**src/hdl/lc3b_pkg.sv**
```systemverilog
`default_nettype none

package lc3b_pkg;

    // machine word of the LC-3b, used for every PC in the predictor
    typedef logic [15:0] lc3b_word;

    // instruction opcode field, bits 15:12 of the instruction
    typedef logic [3:0] lc3b_opcode;

    // conditional branch BR, the only opcode that trains the predictor
    localparam lc3b_opcode op_br = 4'b0000;

    // two-bit saturating counter held in each pattern table entry
    // 0 strongly not taken, 1 weakly not taken
    // 2 weakly taken, 3 strongly taken
    typedef logic [1:0] bp_counter_t;

    // every entry comes out of reset here
    localparam bp_counter_t ctr_weak_nt = 2'd1;

    // APB address and data
    typedef logic [7:0]  apb_addr_t;
    typedef logic [31:0] apb_data_t;

    // register map of the statistics block
    // enable in bit 0, clear strobe in bit 1
    localparam apb_addr_t reg_ctrl        = 8'h00;
    // resolved conditional branches
    localparam apb_addr_t reg_branches    = 8'h04;
    // resolved branches whose guess was wrong
    localparam apb_addr_t reg_mispredicts = 8'h08;
    // current global history, zero extended
    localparam apb_addr_t reg_history     = 8'h0C;

endpackage

`default_nettype wire

```
**src/hdl/branch_resolve_if.sv**
```systemverilog
`timescale 1ns/1ps
`default_nettype none

interface branch_resolve_if #(
    parameter int hist_bits = 4
);
    import lc3b_pkg::*;

    // one instruction leaving writeback
    logic                 valid;
    lc3b_word             pc;
    lc3b_opcode           opcode;
    // real outcome of the branch
    logic                 taken;
    // guess and history that decode handed down the pipe
    logic                 predicted;
    logic [hist_bits-1:0] hist;

    // writeback side
    modport source (
        output valid, pc, opcode, taken, predicted, hist
    );

    // predictor and statistics side
    modport sink (
        input valid, pc, opcode, taken, predicted, hist
    );

endinterface

`default_nettype wire

```
**src/hdl/bp_stats_apb.sv**
```systemverilog
`timescale 1ns/1ps
`default_nettype none

module bp_stats_apb #(
    parameter int hist_bits = 4
) (
    input  wire logic                 clk,
    input  wire logic                 rst,
    input  wire lc3b_pkg::apb_addr_t  paddr,
    input  wire logic                 psel,
    input  wire logic                 penable,
    input  wire logic                 pwrite,
    input  wire lc3b_pkg::apb_data_t  pwdata,
    output lc3b_pkg::apb_data_t       prdata,
    output logic                      pready,
    output logic                      pslverr,
    branch_resolve_if.sink            resolve,
    input  wire logic                 update,
    input  wire logic [hist_bits-1:0] history,
    output logic                      enable
);
    import lc3b_pkg::*;

    logic      access;
    logic      addr_ok;
    logic      addr_ro;
    logic      ctrl_wr;
    logic      clear;
    logic      mispredict;
    apb_data_t rd_value;
    apb_data_t branch_cnt;
    apb_data_t mispredict_cnt;

    // access phase of an APB transfer
    assign access = psel & penable;

    // no wait states
    assign pready = 1'b1;

    // register decode
    always_comb begin
        addr_ok  = 1'b1;
        addr_ro  = 1'b1;
        rd_value = '0;
        case (paddr)
            reg_ctrl: begin
                // clear bit is a strobe and always reads back as 0
                addr_ro  = 1'b0;
                rd_value = apb_data_t'(enable);
            end
            reg_branches:    rd_value = branch_cnt;
            reg_mispredicts: rd_value = mispredict_cnt;
            reg_history:     rd_value = apb_data_t'(history);
            default: begin
                addr_ok = 1'b0;
                addr_ro = 1'b0;
            end
        endcase
    end

    // unmapped offsets and writes to the counters are errors
    assign pslverr = access & (~addr_ok | (pwrite & addr_ro));

    // read data only while a good read is in its access phase
    assign prdata = (access & ~pwrite & addr_ok) ? rd_value : '0;

    assign ctrl_wr = access & pwrite & (paddr == reg_ctrl);
    assign clear   = ctrl_wr & pwdata[1];

    // the stats do not re-check the opcode, update already did
    assign mispredict = resolve.taken ^ resolve.predicted;

    // enable comes up set so the predictor trains out of reset
    always_ff @(posedge clk) begin
        if (rst) begin
            enable <= 1'b1;
        end else if (ctrl_wr) begin
            enable <= pwdata[0];
        end
    end

    // 32-bit counts that wrap
    // clear wins over a branch on the same edge
    always_ff @(posedge clk) begin
        if (rst || clear) begin
            branch_cnt     <= '0;
            mispredict_cnt <= '0;
        end else if (update) begin
            branch_cnt <= branch_cnt + 32'd1;
            if (mispredict) begin
                mispredict_cnt <= mispredict_cnt + 32'd1;
            end
        end
    end

    // master never raises penable outside a selected transfer
    assert property (@(posedge clk) disable iff (rst)
        penable |-> psel);

    // setup phase is followed by its access phase with the same address
    assert property (@(posedge clk) disable iff (rst)
        (psel && !penable) |=> (psel && penable && $stable(paddr)));

endmodule

`default_nettype wire

```
**src/hdl/bp_top.sv**
```systemverilog
`timescale 1ns/1ps
`default_nettype none

module bp_top #(
    parameter int hist_bits  = 4,
    parameter int index_bits = 5
) (
    input  wire logic                 clk,
    input  wire logic                 rst,
    // decode stage
    input  wire lc3b_pkg::lc3b_word   pc_id,
    output logic                      predict_taken,
    output logic [hist_bits-1:0]      hist_id,
    // writeback stage
    input  wire logic                 wb_valid,
    input  wire lc3b_pkg::lc3b_word   wb_pc,
    input  wire lc3b_pkg::lc3b_opcode wb_opcode,
    input  wire logic                 wb_taken,
    input  wire logic                 wb_predicted,
    input  wire logic [hist_bits-1:0] wb_hist,
    // APB slave
    input  wire lc3b_pkg::apb_addr_t  paddr,
    input  wire logic                 psel,
    input  wire logic                 penable,
    input  wire logic                 pwrite,
    input  wire lc3b_pkg::apb_data_t  pwdata,
    output lc3b_pkg::apb_data_t       prdata,
    output logic                      pready,
    output logic                      pslverr
);
    import lc3b_pkg::*;

    logic                  enable;
    logic                  update;
    logic                  write;
    logic [hist_bits-1:0]  history;
    logic [index_bits-1:0] rd_index;
    logic [index_bits-1:0] wr_index;
    bp_counter_t           wr_data;
    bp_counter_t           rd_data;
    bp_counter_t           old_data;

    branch_resolve_if #(.hist_bits(hist_bits)) resolve_bus ();

    // the top plays the source side of the resolution bus
    assign resolve_bus.valid     = wb_valid;
    assign resolve_bus.pc        = wb_pc;
    assign resolve_bus.opcode    = wb_opcode;
    assign resolve_bus.taken     = wb_taken;
    assign resolve_bus.predicted = wb_predicted;
    assign resolve_bus.hist      = wb_hist;

    branch_predictor #(
        .hist_bits  (hist_bits),
        .index_bits (index_bits)
    ) i_branch_predictor (
        .clk           (clk),
        .rst           (rst),
        .enable        (enable),
        .pc_id         (pc_id),
        .resolve       (resolve_bus.sink),
        .rd_data       (rd_data),
        .old_data      (old_data),
        .rd_index      (rd_index),
        .wr_index      (wr_index),
        .write         (write),
        .wr_data       (wr_data),
        .update        (update),
        .predict_taken (predict_taken),
        .hist_id       (hist_id),
        .history       (history)
    );

    pattern_table #(
        .index_bits (index_bits)
    ) i_pattern_table (
        .clk      (clk),
        .rst      (rst),
        .write    (write),
        .rd_index (rd_index),
        .wr_index (wr_index),
        .wr_data  (wr_data),
        .rd_data  (rd_data),
        .old_data (old_data)
    );

    bp_stats_apb #(
        .hist_bits (hist_bits)
    ) i_bp_stats_apb (
        .clk     (clk),
        .rst     (rst),
        .paddr   (paddr),
        .psel    (psel),
        .penable (penable),
        .pwrite  (pwrite),
        .pwdata  (pwdata),
        .prdata  (prdata),
        .pready  (pready),
        .pslverr (pslverr),
        .resolve (resolve_bus.sink),
        .update  (update),
        .history (history),
        .enable  (enable)
    );

endmodule

`default_nettype wire

```
**src/hdl/branch_predictor.sv**
```systemverilog
`timescale 1ns/1ps
`default_nettype none

module branch_predictor #(
    parameter int hist_bits  = 4,
    parameter int index_bits = 5
) (
    input  wire logic                  clk,
    input  wire logic                  rst,
    input  wire logic                  enable,
    input  wire lc3b_pkg::lc3b_word    pc_id,
    branch_resolve_if.sink             resolve,
    input  wire lc3b_pkg::bp_counter_t rd_data,
    input  wire lc3b_pkg::bp_counter_t old_data,
    output logic [index_bits-1:0]      rd_index,
    output logic [index_bits-1:0]      wr_index,
    output logic                       write,
    output lc3b_pkg::bp_counter_t      wr_data,
    output logic                       update,
    output logic                       predict_taken,
    output logic [hist_bits-1:0]       hist_id,
    output logic [hist_bits-1:0]       history
);
    import lc3b_pkg::*;

    // history after shifting in the resolved outcome
    logic [hist_bits-1:0] history_next;

    // the hash lines history up with the top of the index
    if (index_bits < hist_bits) begin : g_bad_widths
        $error("branch_predictor needs index_bits >= hist_bits");
    end

    // gshare hash
    // PC bits index_bits..1 form the index
    // bit 0 is always 0 on LC-3b
    // the history is xored into the upper hist_bits of that
    function automatic logic [index_bits-1:0] gshare_index(
        input lc3b_word             pc,
        input logic [hist_bits-1:0] hist
    );
        logic [index_bits-1:0] base;
        logic [index_bits-1:0] hist_up;
        base    = pc[index_bits:1];
        hist_up = index_bits'(hist) << (index_bits - hist_bits);
        return base ^ hist_up;
    endfunction

    // decode hashes with the live history register
    assign rd_index = gshare_index(pc_id, history);

    // writeback hashes with the history that decode used back then
    assign wr_index = gshare_index(resolve.pc, resolve.hist);

    // only resolved conditional branches train and only when enabled
    assign update = enable & resolve.valid & (resolve.opcode == op_br);
    assign write  = update;

    // saturating step of the counter read at the writeback index
    always_comb begin
        wr_data = old_data;
        if (resolve.taken) begin
            if (old_data != 2'd3) begin
                wr_data = bp_counter_t'(old_data + 2'd1);
            end
        end else begin
            if (old_data != 2'd0) begin
                wr_data = bp_counter_t'(old_data - 2'd1);
            end
        end
    end

    // upper bit set means counter is 2 or 3
    assign predict_taken = rd_data[1];

    // the pipeline carries this down to writeback with the guess
    assign hist_id = history;

    // shift left with the newest outcome in bit 0
    // oldest outcome falls off the top
    assign history_next = hist_bits'({history, resolve.taken});

    always_ff @(posedge clk) begin
        if (rst) begin
            history <= '0;
        end else if (update) begin
            history <= history_next;
        end
    end

    // the training strobe is never unknown out of reset
    assert property (@(posedge clk) disable iff (rst)
        !$isunknown(update));

    // a training branch brings known fields into the table and history
    assert property (@(posedge clk) disable iff (rst)
        update |-> !$isunknown({resolve.pc, resolve.hist, resolve.taken, old_data}));

endmodule

`default_nettype wire

```
**src/hdl/pattern_table.sv**
```systemverilog
`timescale 1ns/1ps
`default_nettype none

module pattern_table #(
    parameter int index_bits = 5
) (
    input  wire logic                  clk,
    input  wire logic                  rst,
    input  wire logic                  write,
    input  wire logic [index_bits-1:0] rd_index,
    input  wire logic [index_bits-1:0] wr_index,
    input  wire lc3b_pkg::bp_counter_t wr_data,
    output lc3b_pkg::bp_counter_t      rd_data,
    output lc3b_pkg::bp_counter_t      old_data
);
    import lc3b_pkg::*;

    localparam int depth = 1 << index_bits;

    // one counter per gshare index
    bp_counter_t ctr_mem [depth];

    // decode port
    // asynchronous, so a same-cycle write is not yet visible here
    assign rd_data = ctr_mem[rd_index];

    // read half of the writeback read-modify-write
    assign old_data = ctr_mem[wr_index];

    // whole table goes back to weakly not taken on reset
    always_ff @(posedge clk) begin
        if (rst) begin
            for (int i = 0; i < depth; i++) begin
                ctr_mem[i] <= ctr_weak_nt;
            end
        end else if (write) begin
            ctr_mem[wr_index] <= wr_data;
        end
    end

    // an X index on a write would corrupt an unknown entry
    // and the decode read of the same cycle would be just as bad
    assert property (@(posedge clk) disable iff (rst)
        write |-> !$isunknown({wr_index, rd_index}));

endmodule

`default_nettype wire

```
**config.mk**
```make
export PLATFORM = sky130hd
export DESIGN_NAME = bp_top
export DESIGN_NICKNAME = d
export VERILOG_FILES = /design/src/hdl/lc3b_pkg.sv /design/src/hdl/branch_resolve_if.sv /design/src/hdl/bp_stats_apb.sv /design/src/hdl/bp_top.sv /design/src/hdl/branch_predictor.sv /design/src/hdl/pattern_table.sv
export SDC_FILE = /design/constraint.sdc
export NUM_CORES = 1
export LEC_CHECK = 0
export ABC_AREA = 1
export BUFFER_PORTS_ARGS = -buffer_cell sky130_fd_sc_hd__buf_2
export CAP_MARGIN = 20
export CORE_MARGIN = 2
export CORE_UTILIZATION = 30
export CTS_CLUSTER_DIAMETER = 50
export DETAILED_ROUTE_END_ITERATION = 10
export HOLD_SLACK_MARGIN = 0.1
export PLACE_DENSITY = 0.54
export SLEW_MARGIN = 10
export SYNTH_ARGS = -nofsm -noshare
export SYNTH_HDL_FRONTEND = slang
export SYNTH_SLANG_ARGS = --single-unit
```
**constraint.sdc**
```tcl
create_clock -name clk -period 2.3 [get_ports clk]
set_input_delay 0.115 -clock clk [delete_from_list [all_inputs] [get_ports clk]]
set_output_delay 0.115 -clock clk [all_outputs]
set_load 0.02 [all_outputs]
```
==> results of run 1 <==
## through the flow
step	area (um^2)	total power, mW	hold slack, ns	std cells	util [%]
4_1_cts	9607	5.908	0.1025	1660	35.74
3_5_place_dp	9009	3.136	0.3270	1627	33.52
2_1_floorplan	8194	2.927	0.2282	1230	-
6_report	9614	5.863	0.1343	1660	35.77
3_3_place_gp	9009	3.130	0.3262	1627	33.52
5_1_grt	9614	6.051	0.1641	1660	35.77
## synth_stat cells, types with 8 or more instances
library cell	instances	area (um^2)
edfxtp_1	64	1922
o21ai_0	46	230.2
a22oi_1	8	60.06
buf_2	10	50.05
a21oi_1	68	340.3
xor2_1	20	175.2
nor3_1	36	180.2
dfxtp_1	69	1381
inv_1	152	570.6
nand3_1	85	425.4
clkbuf_1	22	82.58
nor2_1	179	671.9
nand2_1	377	1415
nand4_1	22	137.6
xnor2_1	14	122.6
## placed cells by master (no fill, tap or decap), types with 6 or more instances in the layout
master	n
nor2_1	179
nand2_1	377
clkbuf_16	17
nand3_1	85
a21oi_1	68
dfxtp_1	69
a22oi_1	8
xnor2_1	14
buf_2	73
edfxtp_1	64
buf_4	26
o22ai_1	6
xor2_1	19
o21ai_0	46
nand4_1	22
inv_1	152
nor3_1	36
## final cells by class
class                      instances  area share (%)
clock inverter                    14           1.653
timing repair buffer             104           6.767
tap                              341           4.438
sequential                       133           34.36
multi-input combinational        895           42.27
inverter                         155           6.052
clock buffer                      18           4.464
## state kept, by name, summed over array words and instances, names as in the netlist
name and flops:
i_pattern_table.ctr_mem 64, i_bp_stats_apb.branch_cnt 32, i_bp_stats_apb.mispredict_cnt 32, i_branch_predictor.hist_id 4, i_bp_stats_apb.enable 1
## report_power, final
part / switching (mW) / internal, mW / total [mW]
logic: 0.392 / 0.179 / 0.572
clock network: 1.09 / 1.69 / 2.78
registers: 0.0140 / 2.50 / 2.51
total: 1.50 / 4.37 / 5.86
## per-layer routing
layer / track usage [%] / wire, um / vias up
li1: - / - / 4081
met3: 2.752 / 1009 / 30
met1: 22.04 / 10940 / 3619
met5: 0 / 0 / -
met2: 31.29 / 11930 / 185
met4: 5.946 / 461 / 0
## worst paths after layout
check | from | endpoint | cells after the start
max reg2reg | i_bp_stats_apb.mispredict_cnt[1] | i_bp_stats_apb.mispredict_cnt[20] | 9
min reg2reg | i_bp_stats_apb.mispredict_cnt[8] | i_bp_stats_apb.mispredict_cnt[8] | 2
max | i_branch_predictor.hist_id[0] | predict_taken | 6
min | penable | i_bp_stats_apb.enable | 6
## repair_timing
item	in CTS	in global routing
resized for setup	0	1
endpoints found under the setup margin	0	1
hold endpoints to repair	1	0
hold buffers	1	0
## cell families (layout without fill, tap and decap cells)
group,count (synthesis),count (layout)
AO/OA/AOI/OAI,138,138
XOR/XNOR,34,34
adder cells (fa/ha/maj),2,2
buffers and inverters,202,291
flip-flops,133,133
other,1,1
AND/OR/NAND/NOR,720,720
## worst reg2reg max path, delay by kind of cell, from the launching register on
kind	cells	cell delay (ns)
adder cells (fa/ha/maj)	1	0.22
flip-flops	1	0.42
AND/OR/NAND/NOR	8	1.32
==> results_dict.tcl, run 1 <==
set metrics [dict create \
    status "finished, final reports clean" \
    core_area_um2 26880 \
    syn_inst 1230 \
    fin_ws_ns 0.1294 \
    slew_headroom_pct 48.68 \
    antenna_cells 0 \
    layout.nets 1396 \
    gr-total-overflow 0 \
    maxSlewViolCount 0 \
    drt_first_pass_iters 5 \
    cp-start-kind "flip-flop" \
    multiInputGateArea_um2 4064 \
    synth-edff-count 64 \
    via_count 7915 \
    numCtsBuffers 17 \
    netlist_area_um2 8194 \
    synth_compound_area_share_pct 9.040 \
    ir_worst_vdd_uv 402.6 \
    synth_ff_type "dfxtp_1" \
    grt_max_degree 43 \
    synth_top_family_by_area "simple AND/OR/NAND/NOR gates" \
    ys_async_sr_fraction_pct 0 \
    gp_congestion 0.8811 \
    grt_use_total_pct 17.72 \
    htreeDepth 4 \
    clock.fmax_ghz 0.4607 \
    cts_tree "done" \
    wire_per_inst_um 14.66 \
    rows 60 \
    synth_warnings 0 \
    fin_tns_setup_ns 0 \
    synth_nets 1320 \
    path_delay_family "flip-flops" \
    avgSynthCellArea_um2 6.662 \
    dieWidth_um 169.3 \
    die_area_um2 28650 \
    clk_latency_ns 0.43 \
    start_util_pct 30.49 \
    die_h_um 169.3 \
    setup_viol 0 \
    hold_viol 0 \
    io-pin-count 127 \
    rsz0062_at_grt "false" \
    cp-end-kind "output pin" \
    n_fill_cell 2908 \
    path_clk_slew_ns 0.06 \
    maxCapViolations 0 \
    skew_ns 0.01214 \
    worstMarginPinSlew_ns 0.7689 \
    path_class "flip-flop to output pin" \
    post_cts_buffers 0 \
    yosys.area_share.simple_pct 36.48 \
    place_ws_ns 0.2532 \
    crit_arrival_ns 2.06 \
    leakage_nw 3.638 \
    drt-initial-drc-count 546 \
    min_period_over_period_pct 94.38 \
    fin_crit_ns 2.171 \
    grt_pass1_wl_mm 39.85 \
    drive_gt1_share_pct 10.84 \
    crit_chain "xor2_2 > o21ai_0 > o221ai_1 > o211ai_1 > nand2_1 > buf_2" \
    wirelength_mm 24.34 \
    yosysSeqAreaShare_pct 40.31 \
    clock-sinks 133 \
    synth_mux_area_share_pct 0 \
    synth_fa_ha_area_share_pct 0.3054 \
    viasPerCell 4.768 \
    slowest_delay_ns 0.52 \
    critPathBufInv 1 \
    antenna_left 0 \
    clk_path_buf_depth 2 \
    place_hpwl_mm 17.60 \
    synth-xor-area-share_pct 3.634 \
    syn2layout_area_growth_pct 17.33 \
    hold_path.class "input port to flip-flop" \
    clockRootBuffer "clkbuf_16" \
    powerDensity_nw_per_um2 609.9 \
    rrSetupSlack_ns 0.28 \
    first_global_vias 7910 \
    antenna_found_initial 0 \
    drc 0 \
    critPathMaxFanout 8 \
    yosysUniqueCellTypes 38 \
    slowest_stage "dfxtp_1" \
    io_buffers 73 \
    ys_ff_latch 133 \
    seqCellArea_um2 3303 \
    worstPathRequired_ns 2.18 \
]
(Power assumes the default switching activity.)
==> run 2, diff against run 1 <==
- SETUP_SLACK_MARGIN: unset -> 0.15
==> run 2 against run 1 <==
Compared with the run above: register-to-register slack better by 0.04 ns; setup slack better by 0.12 ns; final area rose by 0.43%; largest power group unchanged.
==> results_dict.tcl, run 2 (synthesis results as in run 1) <==
set metrics [dict create \
    status "finished, final reports clean" \
    multiInputGateArea_um2 4090 \
    fin_area_um2 9656 \
    die_h_um 169.3 \
    clk_latency_ns 0.43 \
    antenna_left 0 \
    power_frac_seq_pct 42.8 \
    maxSlewViolCount 0 \
    mostFrequentLayoutCells "377 x nand2_1, 177 x nor2_1, 152 x inv_1" \
    htreeDepth 4 \
    drt-initial-drc-count 522 \
    largest-register "i_pattern_table.ctr_mem" \
    post_cts_buffers 0 \
    rrSetupSlack_ns 0.32 \
    p_sw_share_pct 25.47 \
    min_from "penable" \
    rr_endpoint "i_bp_stats_apb.mispredict_cnt[20]" \
    combPwrFrac_pct 9.8 \
    crit_chain "xor2_2 > o21ai_0 > o221ai_1 > o211ai_1 > nand2_1 > buf_2" \
    crit_arrival_ns 1.93 \
    drt_first_pass_iters 5 \
    skew_ns 0.01246 \
    place_hpwl_mm 17.60 \
    place_ws_ns 0.2532 \
    start_util_pct 30.49 \
    path_clk_slew_ns 0.06 \
    slew_headroom_pct 49.51 \
    seqCellArea_um2 3304 \
    wire_per_inst_um 14.68 \
    drc 0 \
    rows 60 \
    drive_gt1_share_pct 11.21 \
    clock-sinks 133 \
    grt_max_degree 43 \
    clk_path_buf_depth 2 \
    grt_pass1_wl_mm 39.86 \
    ir_worst_vdd_uv 401.0 \
    slowest_stage "dfxtp_2" \
    r2r-start "i_bp_stats_apb.mispredict_cnt[1]" \
    min_period_over_period_pct 89.02 \
    wirelength_mm 24.38 \
    io_buffers 73 \
    path_class "flip-flop to output pin" \
    final_common_cell "nand2_1" \
    maxCapViolations 0 \
    fin_crit_ns 2.048 \
    syn2layout_area_growth_pct 17.83 \
    gp_congestion 0.8811 \
    n_fill_cell 2902 \
    clockRootBuffer "clkbuf_16" \
    numCtsBuffers 17 \
    clock.fmax_ghz 0.4884 \
    ff2ff_path_depth 9 \
    critPathMaxFanout 8 \
    layout.nets 1397 \
    antenna_cells 0 \
    final_core_util_pct 35.93 \
    fin_tns_setup_ns 0 \
    viasPerCell 4.747 \
    gr-total-overflow 0 \
    rsz0062_at_grt "true" \
    holdPathEnd "i_bp_stats_apb.enable" \
    setup_viol 0 \
    fin_ws_ns 0.2525 \
    clkPwrFrac_pct 47.4 \
    io-pin-count 127 \
    via_count 7885 \
    hold_path.class "input port to flip-flop" \
    leakage_nw 3.664 \
    hold_viol 0 \
    largest_reg_flops 64 \
    first_global_vias 7915 \
    worstPathRequired_ns 2.18 \
    die_area_um2 28650 \
    largest_registers "i_pattern_table.ctr_mem (64), i_bp_stats_apb.branch_cnt (32), i_bp_stats_apb.mispredict_cnt (32)" \
    grt_use_total_pct 17.72 \
    cp-start-kind "flip-flop" \
    cp-end-kind "output pin" \
    cell_internal_pwr_mw 4.371 \
    slowest_delay_ns 0.42 \
    worstMarginPinSlew_ns 0.7565 \
    core_area_um2 26880 \
    place_area_um2 9009 \
    antenna_found_initial 0 \
    totalPowerFinal_mw 5.865 \
    min_delay_path_depth 6 \
    p_switching_mw 1.494 \
    powerDensity_nw_per_um2 607.4 \
    cts_tree "done" \
    dieWidth_um 169.3 \
]
[run 2: power by group through the flow]
stage	registers [mW]	logic (mW)	clock network, mW
2_1_floorplan	2.56	0.370	0
3_3_place_gp	2.56	0.569	0
3_5_place_dp	2.56	0.575	0
4_1_cts	2.51	0.580	2.82
5_1_grt	2.51	0.640	2.90
6_report	2.51	0.575	2.78
[run 2: area by class of cell]
cell class | count | area share, %
Clock buffer | 18 | 4.445
Clock inverter | 14 | 1.646
Inverter | 155 | 6.026
Multi-Input combinational cell | 895 | 42.36
Sequential cell | 133 | 34.22
Tap cell | 341 | 4.419
Timing Repair Buffer | 105 | 6.881
[run 2: worst max-delay path, delay by kind of cell (launching register included)]
kind | cells | cell delay, ns
AO/OA/AOI/OAI | 3 | 0.52
flip-flops | 1 | 0.42
XOR/XNOR | 1 | 0.32
buffers and inverters | 1 | 0.17
AND/OR/NAND/NOR | 1 | 0.08
[run 2: worst max path at each step]
stage	to	slack, ns	from	depth (start not counted)
2_1_floorplan	i_bp_stats_apb.branch_cnt[28]	0.65	i_bp_stats_apb.branch_cnt[0]	9
3_3_place_gp	i_pattern_table.ctr_mem[6][0]	0.27	wb_hist[0]	13
3_5_place_dp	i_pattern_table.ctr_mem[26][0]	0.25	wb_hist[0]	13
4_1_cts	predict_taken	0.18	i_branch_predictor.hist_id[1]	7
5_1_grt	predict_taken	0.14	i_branch_predictor.hist_id[0]	6
6_report	predict_taken	0.25	i_branch_predictor.hist_id[0]	6
[run 2: what timing repair did]
action | 4_1_cts | 5_1_grt
endpoints found under the setup margin | 1 | 8
hold buffers | 2 | 0
pin swaps | 1 | 0
hold endpoints to repair | 2 | 0
gates resized for setup | 2 | 6
[run 2: per-layer routing]
metal	wire length [um]	GRT usage, %	share of wire, %
met3	957	2.752	3.9
met4	456	5.946	1.9
met5	0	0	0
met2	11990	31.30	49
met1	10980	22.02	45
[run 2: per-stage QoR]
step / cells / hold WS [ns]
finish: 1661 / 0.1357
detailed placement: 1627 / 0.3270
global placement: 1627 / 0.3262
floorplan: 1230 / 0.2282
global route: 1661 / 0.1908
CTS: 1661 / 0.1217
==> run 3, diff against run 2 <==
- CAP_MARGIN: 20 -> unset
- clock period: 2.3 -> 2.4 ns (I/O delays scaled with it)
==> run 3 against run 2 <==
Compared with the run above: register-to-register slack better by 0.06 ns; die area unchanged; final area is 0.69% lower; cell count fell by 0.42%; critical path type unchanged; largest power group unchanged; highest routed layer unchanged.
==> results_dict.tcl, run 3 (synthesis results as in run 1) <==
set metrics [dict create \
    status "finished, final reports clean" \
    cts_tree "done" \
    worstMarginPinSlew_ns 0.7782 \
    leakage_nw 3.628 \
    rows 60 \
    path_class "flip-flop to output pin" \
    wire_per_inst_um 14.44 \
    clkPwrFrac_pct 47.0 \
    maxCapViolations 0 \
    endpoint "predict_taken" \
    cell_internal_pwr_mw 4.089 \
    hold_viol 0 \
    maxSlewViolCount 0 \
    skew_ns 0.009193 \
    clk_path_buf_depth 2 \
    place_hpwl_mm 17.05 \
    powerDensity_nw_per_um2 579.4 \
    clk_latency_ns 0.43 \
    core_area_um2 26880 \
    gr-total-overflow 0 \
    min_period_over_period_pct 86.19 \
    io-pin-count 127 \
    clock.fmax_ghz 0.4834 \
    syn2layout_area_growth_pct 17.03 \
    fin_ws_ns 0.3314 \
    seqCellArea_um2 3304 \
    cp-end-kind "output pin" \
    slew_headroom_pct 48.06 \
    grt_use_total_pct 17.29 \
    viasPerCell 4.759 \
    fin_tns_setup_ns 0 \
    r2r-start "i_bp_stats_apb.enable" \
    cp-start-kind "flip-flop" \
    layout.nets 1390 \
    drt_first_pass_iters 5 \
    wirelength_mm 23.88 \
    rsz0062_at_grt "false" \
    path_clk_slew_ns 0.06 \
    clock-sinks 133 \
    crit_arrival_ns 1.95 \
    drt-initial-drc-count 481 \
    antenna_left 0 \
    worst_hold_slack_ns 0.1206 \
    gp_congestion 0.8551 \
    via_count 7871 \
    final_common_cell "nand2_1" \
    first_global_vias 7602 \
    place_ws_ns 0.3200 \
    power_frac_seq_pct 43.3 \
    largest-register "i_pattern_table.ctr_mem" \
    largest_registers "i_pattern_table.ctr_mem (64), i_bp_stats_apb.branch_cnt (32), i_bp_stats_apb.mispredict_cnt (32)" \
    die_h_um 169.3 \
    totalPowerFinal_mw 5.556 \
    fin_crit_ns 2.069 \
    fin_area_um2 9589 \
    critPathMaxFanout 5 \
    die_area_um2 28650 \
    antenna_found_initial 0 \
    grt_pass1_wl_mm 38.97 \
    drive_gt1_share_pct 10.97 \
    rr_endpoint "i_pattern_table.ctr_mem[2][0]" \
    numCtsBuffers 17 \
    p_switching_mw 1.467 \
    rrSetupSlack_ns 0.38 \
    grt_max_degree 43 \
    ff2ff_path_depth 9 \
    crit_start "i_branch_predictor.hist_id[1]" \
    htreeDepth 4 \
    dieWidth_um 169.3 \
    worstPathRequired_ns 2.28 \
    p_sw_share_pct 26.40 \
    multiInputGateArea_um2 4091 \
    antenna_cells 0 \
    hold_path.class "input port to flip-flop" \
    largest_reg_flops 64 \
    start_util_pct 30.49 \
    final_cells 1654 \
    setup_viol 0 \
    combPwrFrac_pct 9.7 \
    place_area_um2 8964 \
    drc 0 \
    mostFrequentLayoutCells "377 x nand2_1, 179 x nor2_1, 152 x inv_1" \
    io_buffers 73 \
    final_core_util_pct 35.68 \
    ir_worst_vdd_uv 431.6 \
    clockRootBuffer "clkbuf_16" \
    dp_cells 1621 \
    n_fill_cell 2901 \
]
==> run 3: cell types whose count changed in the layout (fill, tap and decap cells not counted), sizes merged <==
cell | before | now
dlygate4sd3 | 2 | 1
inv | 155 | 157
clkbuf | 18 | 17
buf | 103 | 97
clkinv | 8 | 6
clkinvlp | 3 | 5
bufinv | 3 | 2
==> run 3: repair_timing <==
action,4_1_cts,5_1_grt
setup buffers,0,0
pin swaps,0,0
cloned,0,0
hold buffers,1,0
resized for setup,1,4
setup endpoints to repair,1,2
endpoints found under the hold margin,1,0
==> run 3: how the worst min path moves through the flow <==
stage	start	end	slack [ns]	cells past startpoint
after floorplan	pwdata[0]	i_bp_stats_apb.enable	0.23	2
after global placement	pwdata[0]	i_bp_stats_apb.enable	0.33	3
after detailed placement	pwdata[0]	i_bp_stats_apb.enable	0.34	3
after CTS	wb_taken	i_branch_predictor.hist_id[0]	0.10	3
after global routing	wb_taken	i_branch_predictor.hist_id[0]	0.18	3
final	wb_taken	i_branch_predictor.hist_id[0]	0.12	3
==> run 3: power groups by stage <==
stage | clock, mW | sequential [mW] | combinational [mW]
after global routing | 2.74 | 2.41 | 0.605
after detailed placement | 0 | 2.45 | 0.539
after global placement | 0 | 2.45 | 0.539
final | 2.61 | 2.41 | 0.541
after CTS | 2.66 | 2.41 | 0.542
after floorplan | 0 | 2.45 | 0.354
==> run 3: routing by layer <==
metal	routed length [um]	global-route usage (%)	up-vias
met5	0	0	-
met4	444	5.648	0
met3	888	2.775	31
met2	11610	30.10	165
met1	10930	21.86	3595
li1	-	-	4080
==> run 3: layout make-up <==
cell class | count | area share (%)
timing repair buffer | 98 | 6.315
tap | 341 | 4.449
multi-input combinational | 895 | 42.67
clock buffer | 17 | 4.436
clock inverter | 15 | 1.605
sequential | 133 | 34.46
inverter | 155 | 6.067
==> run 3: worst max-delay path: stages (launching register included) <==
cell,delay (ns)
dfxtp_1,0.36
xnor2_2,0.31
inv_1,0.17
o21ai_0,0.13
o22ai_1,0.13
o211ai_1,0.19
nand2_1,0.08
buf_2,0.16
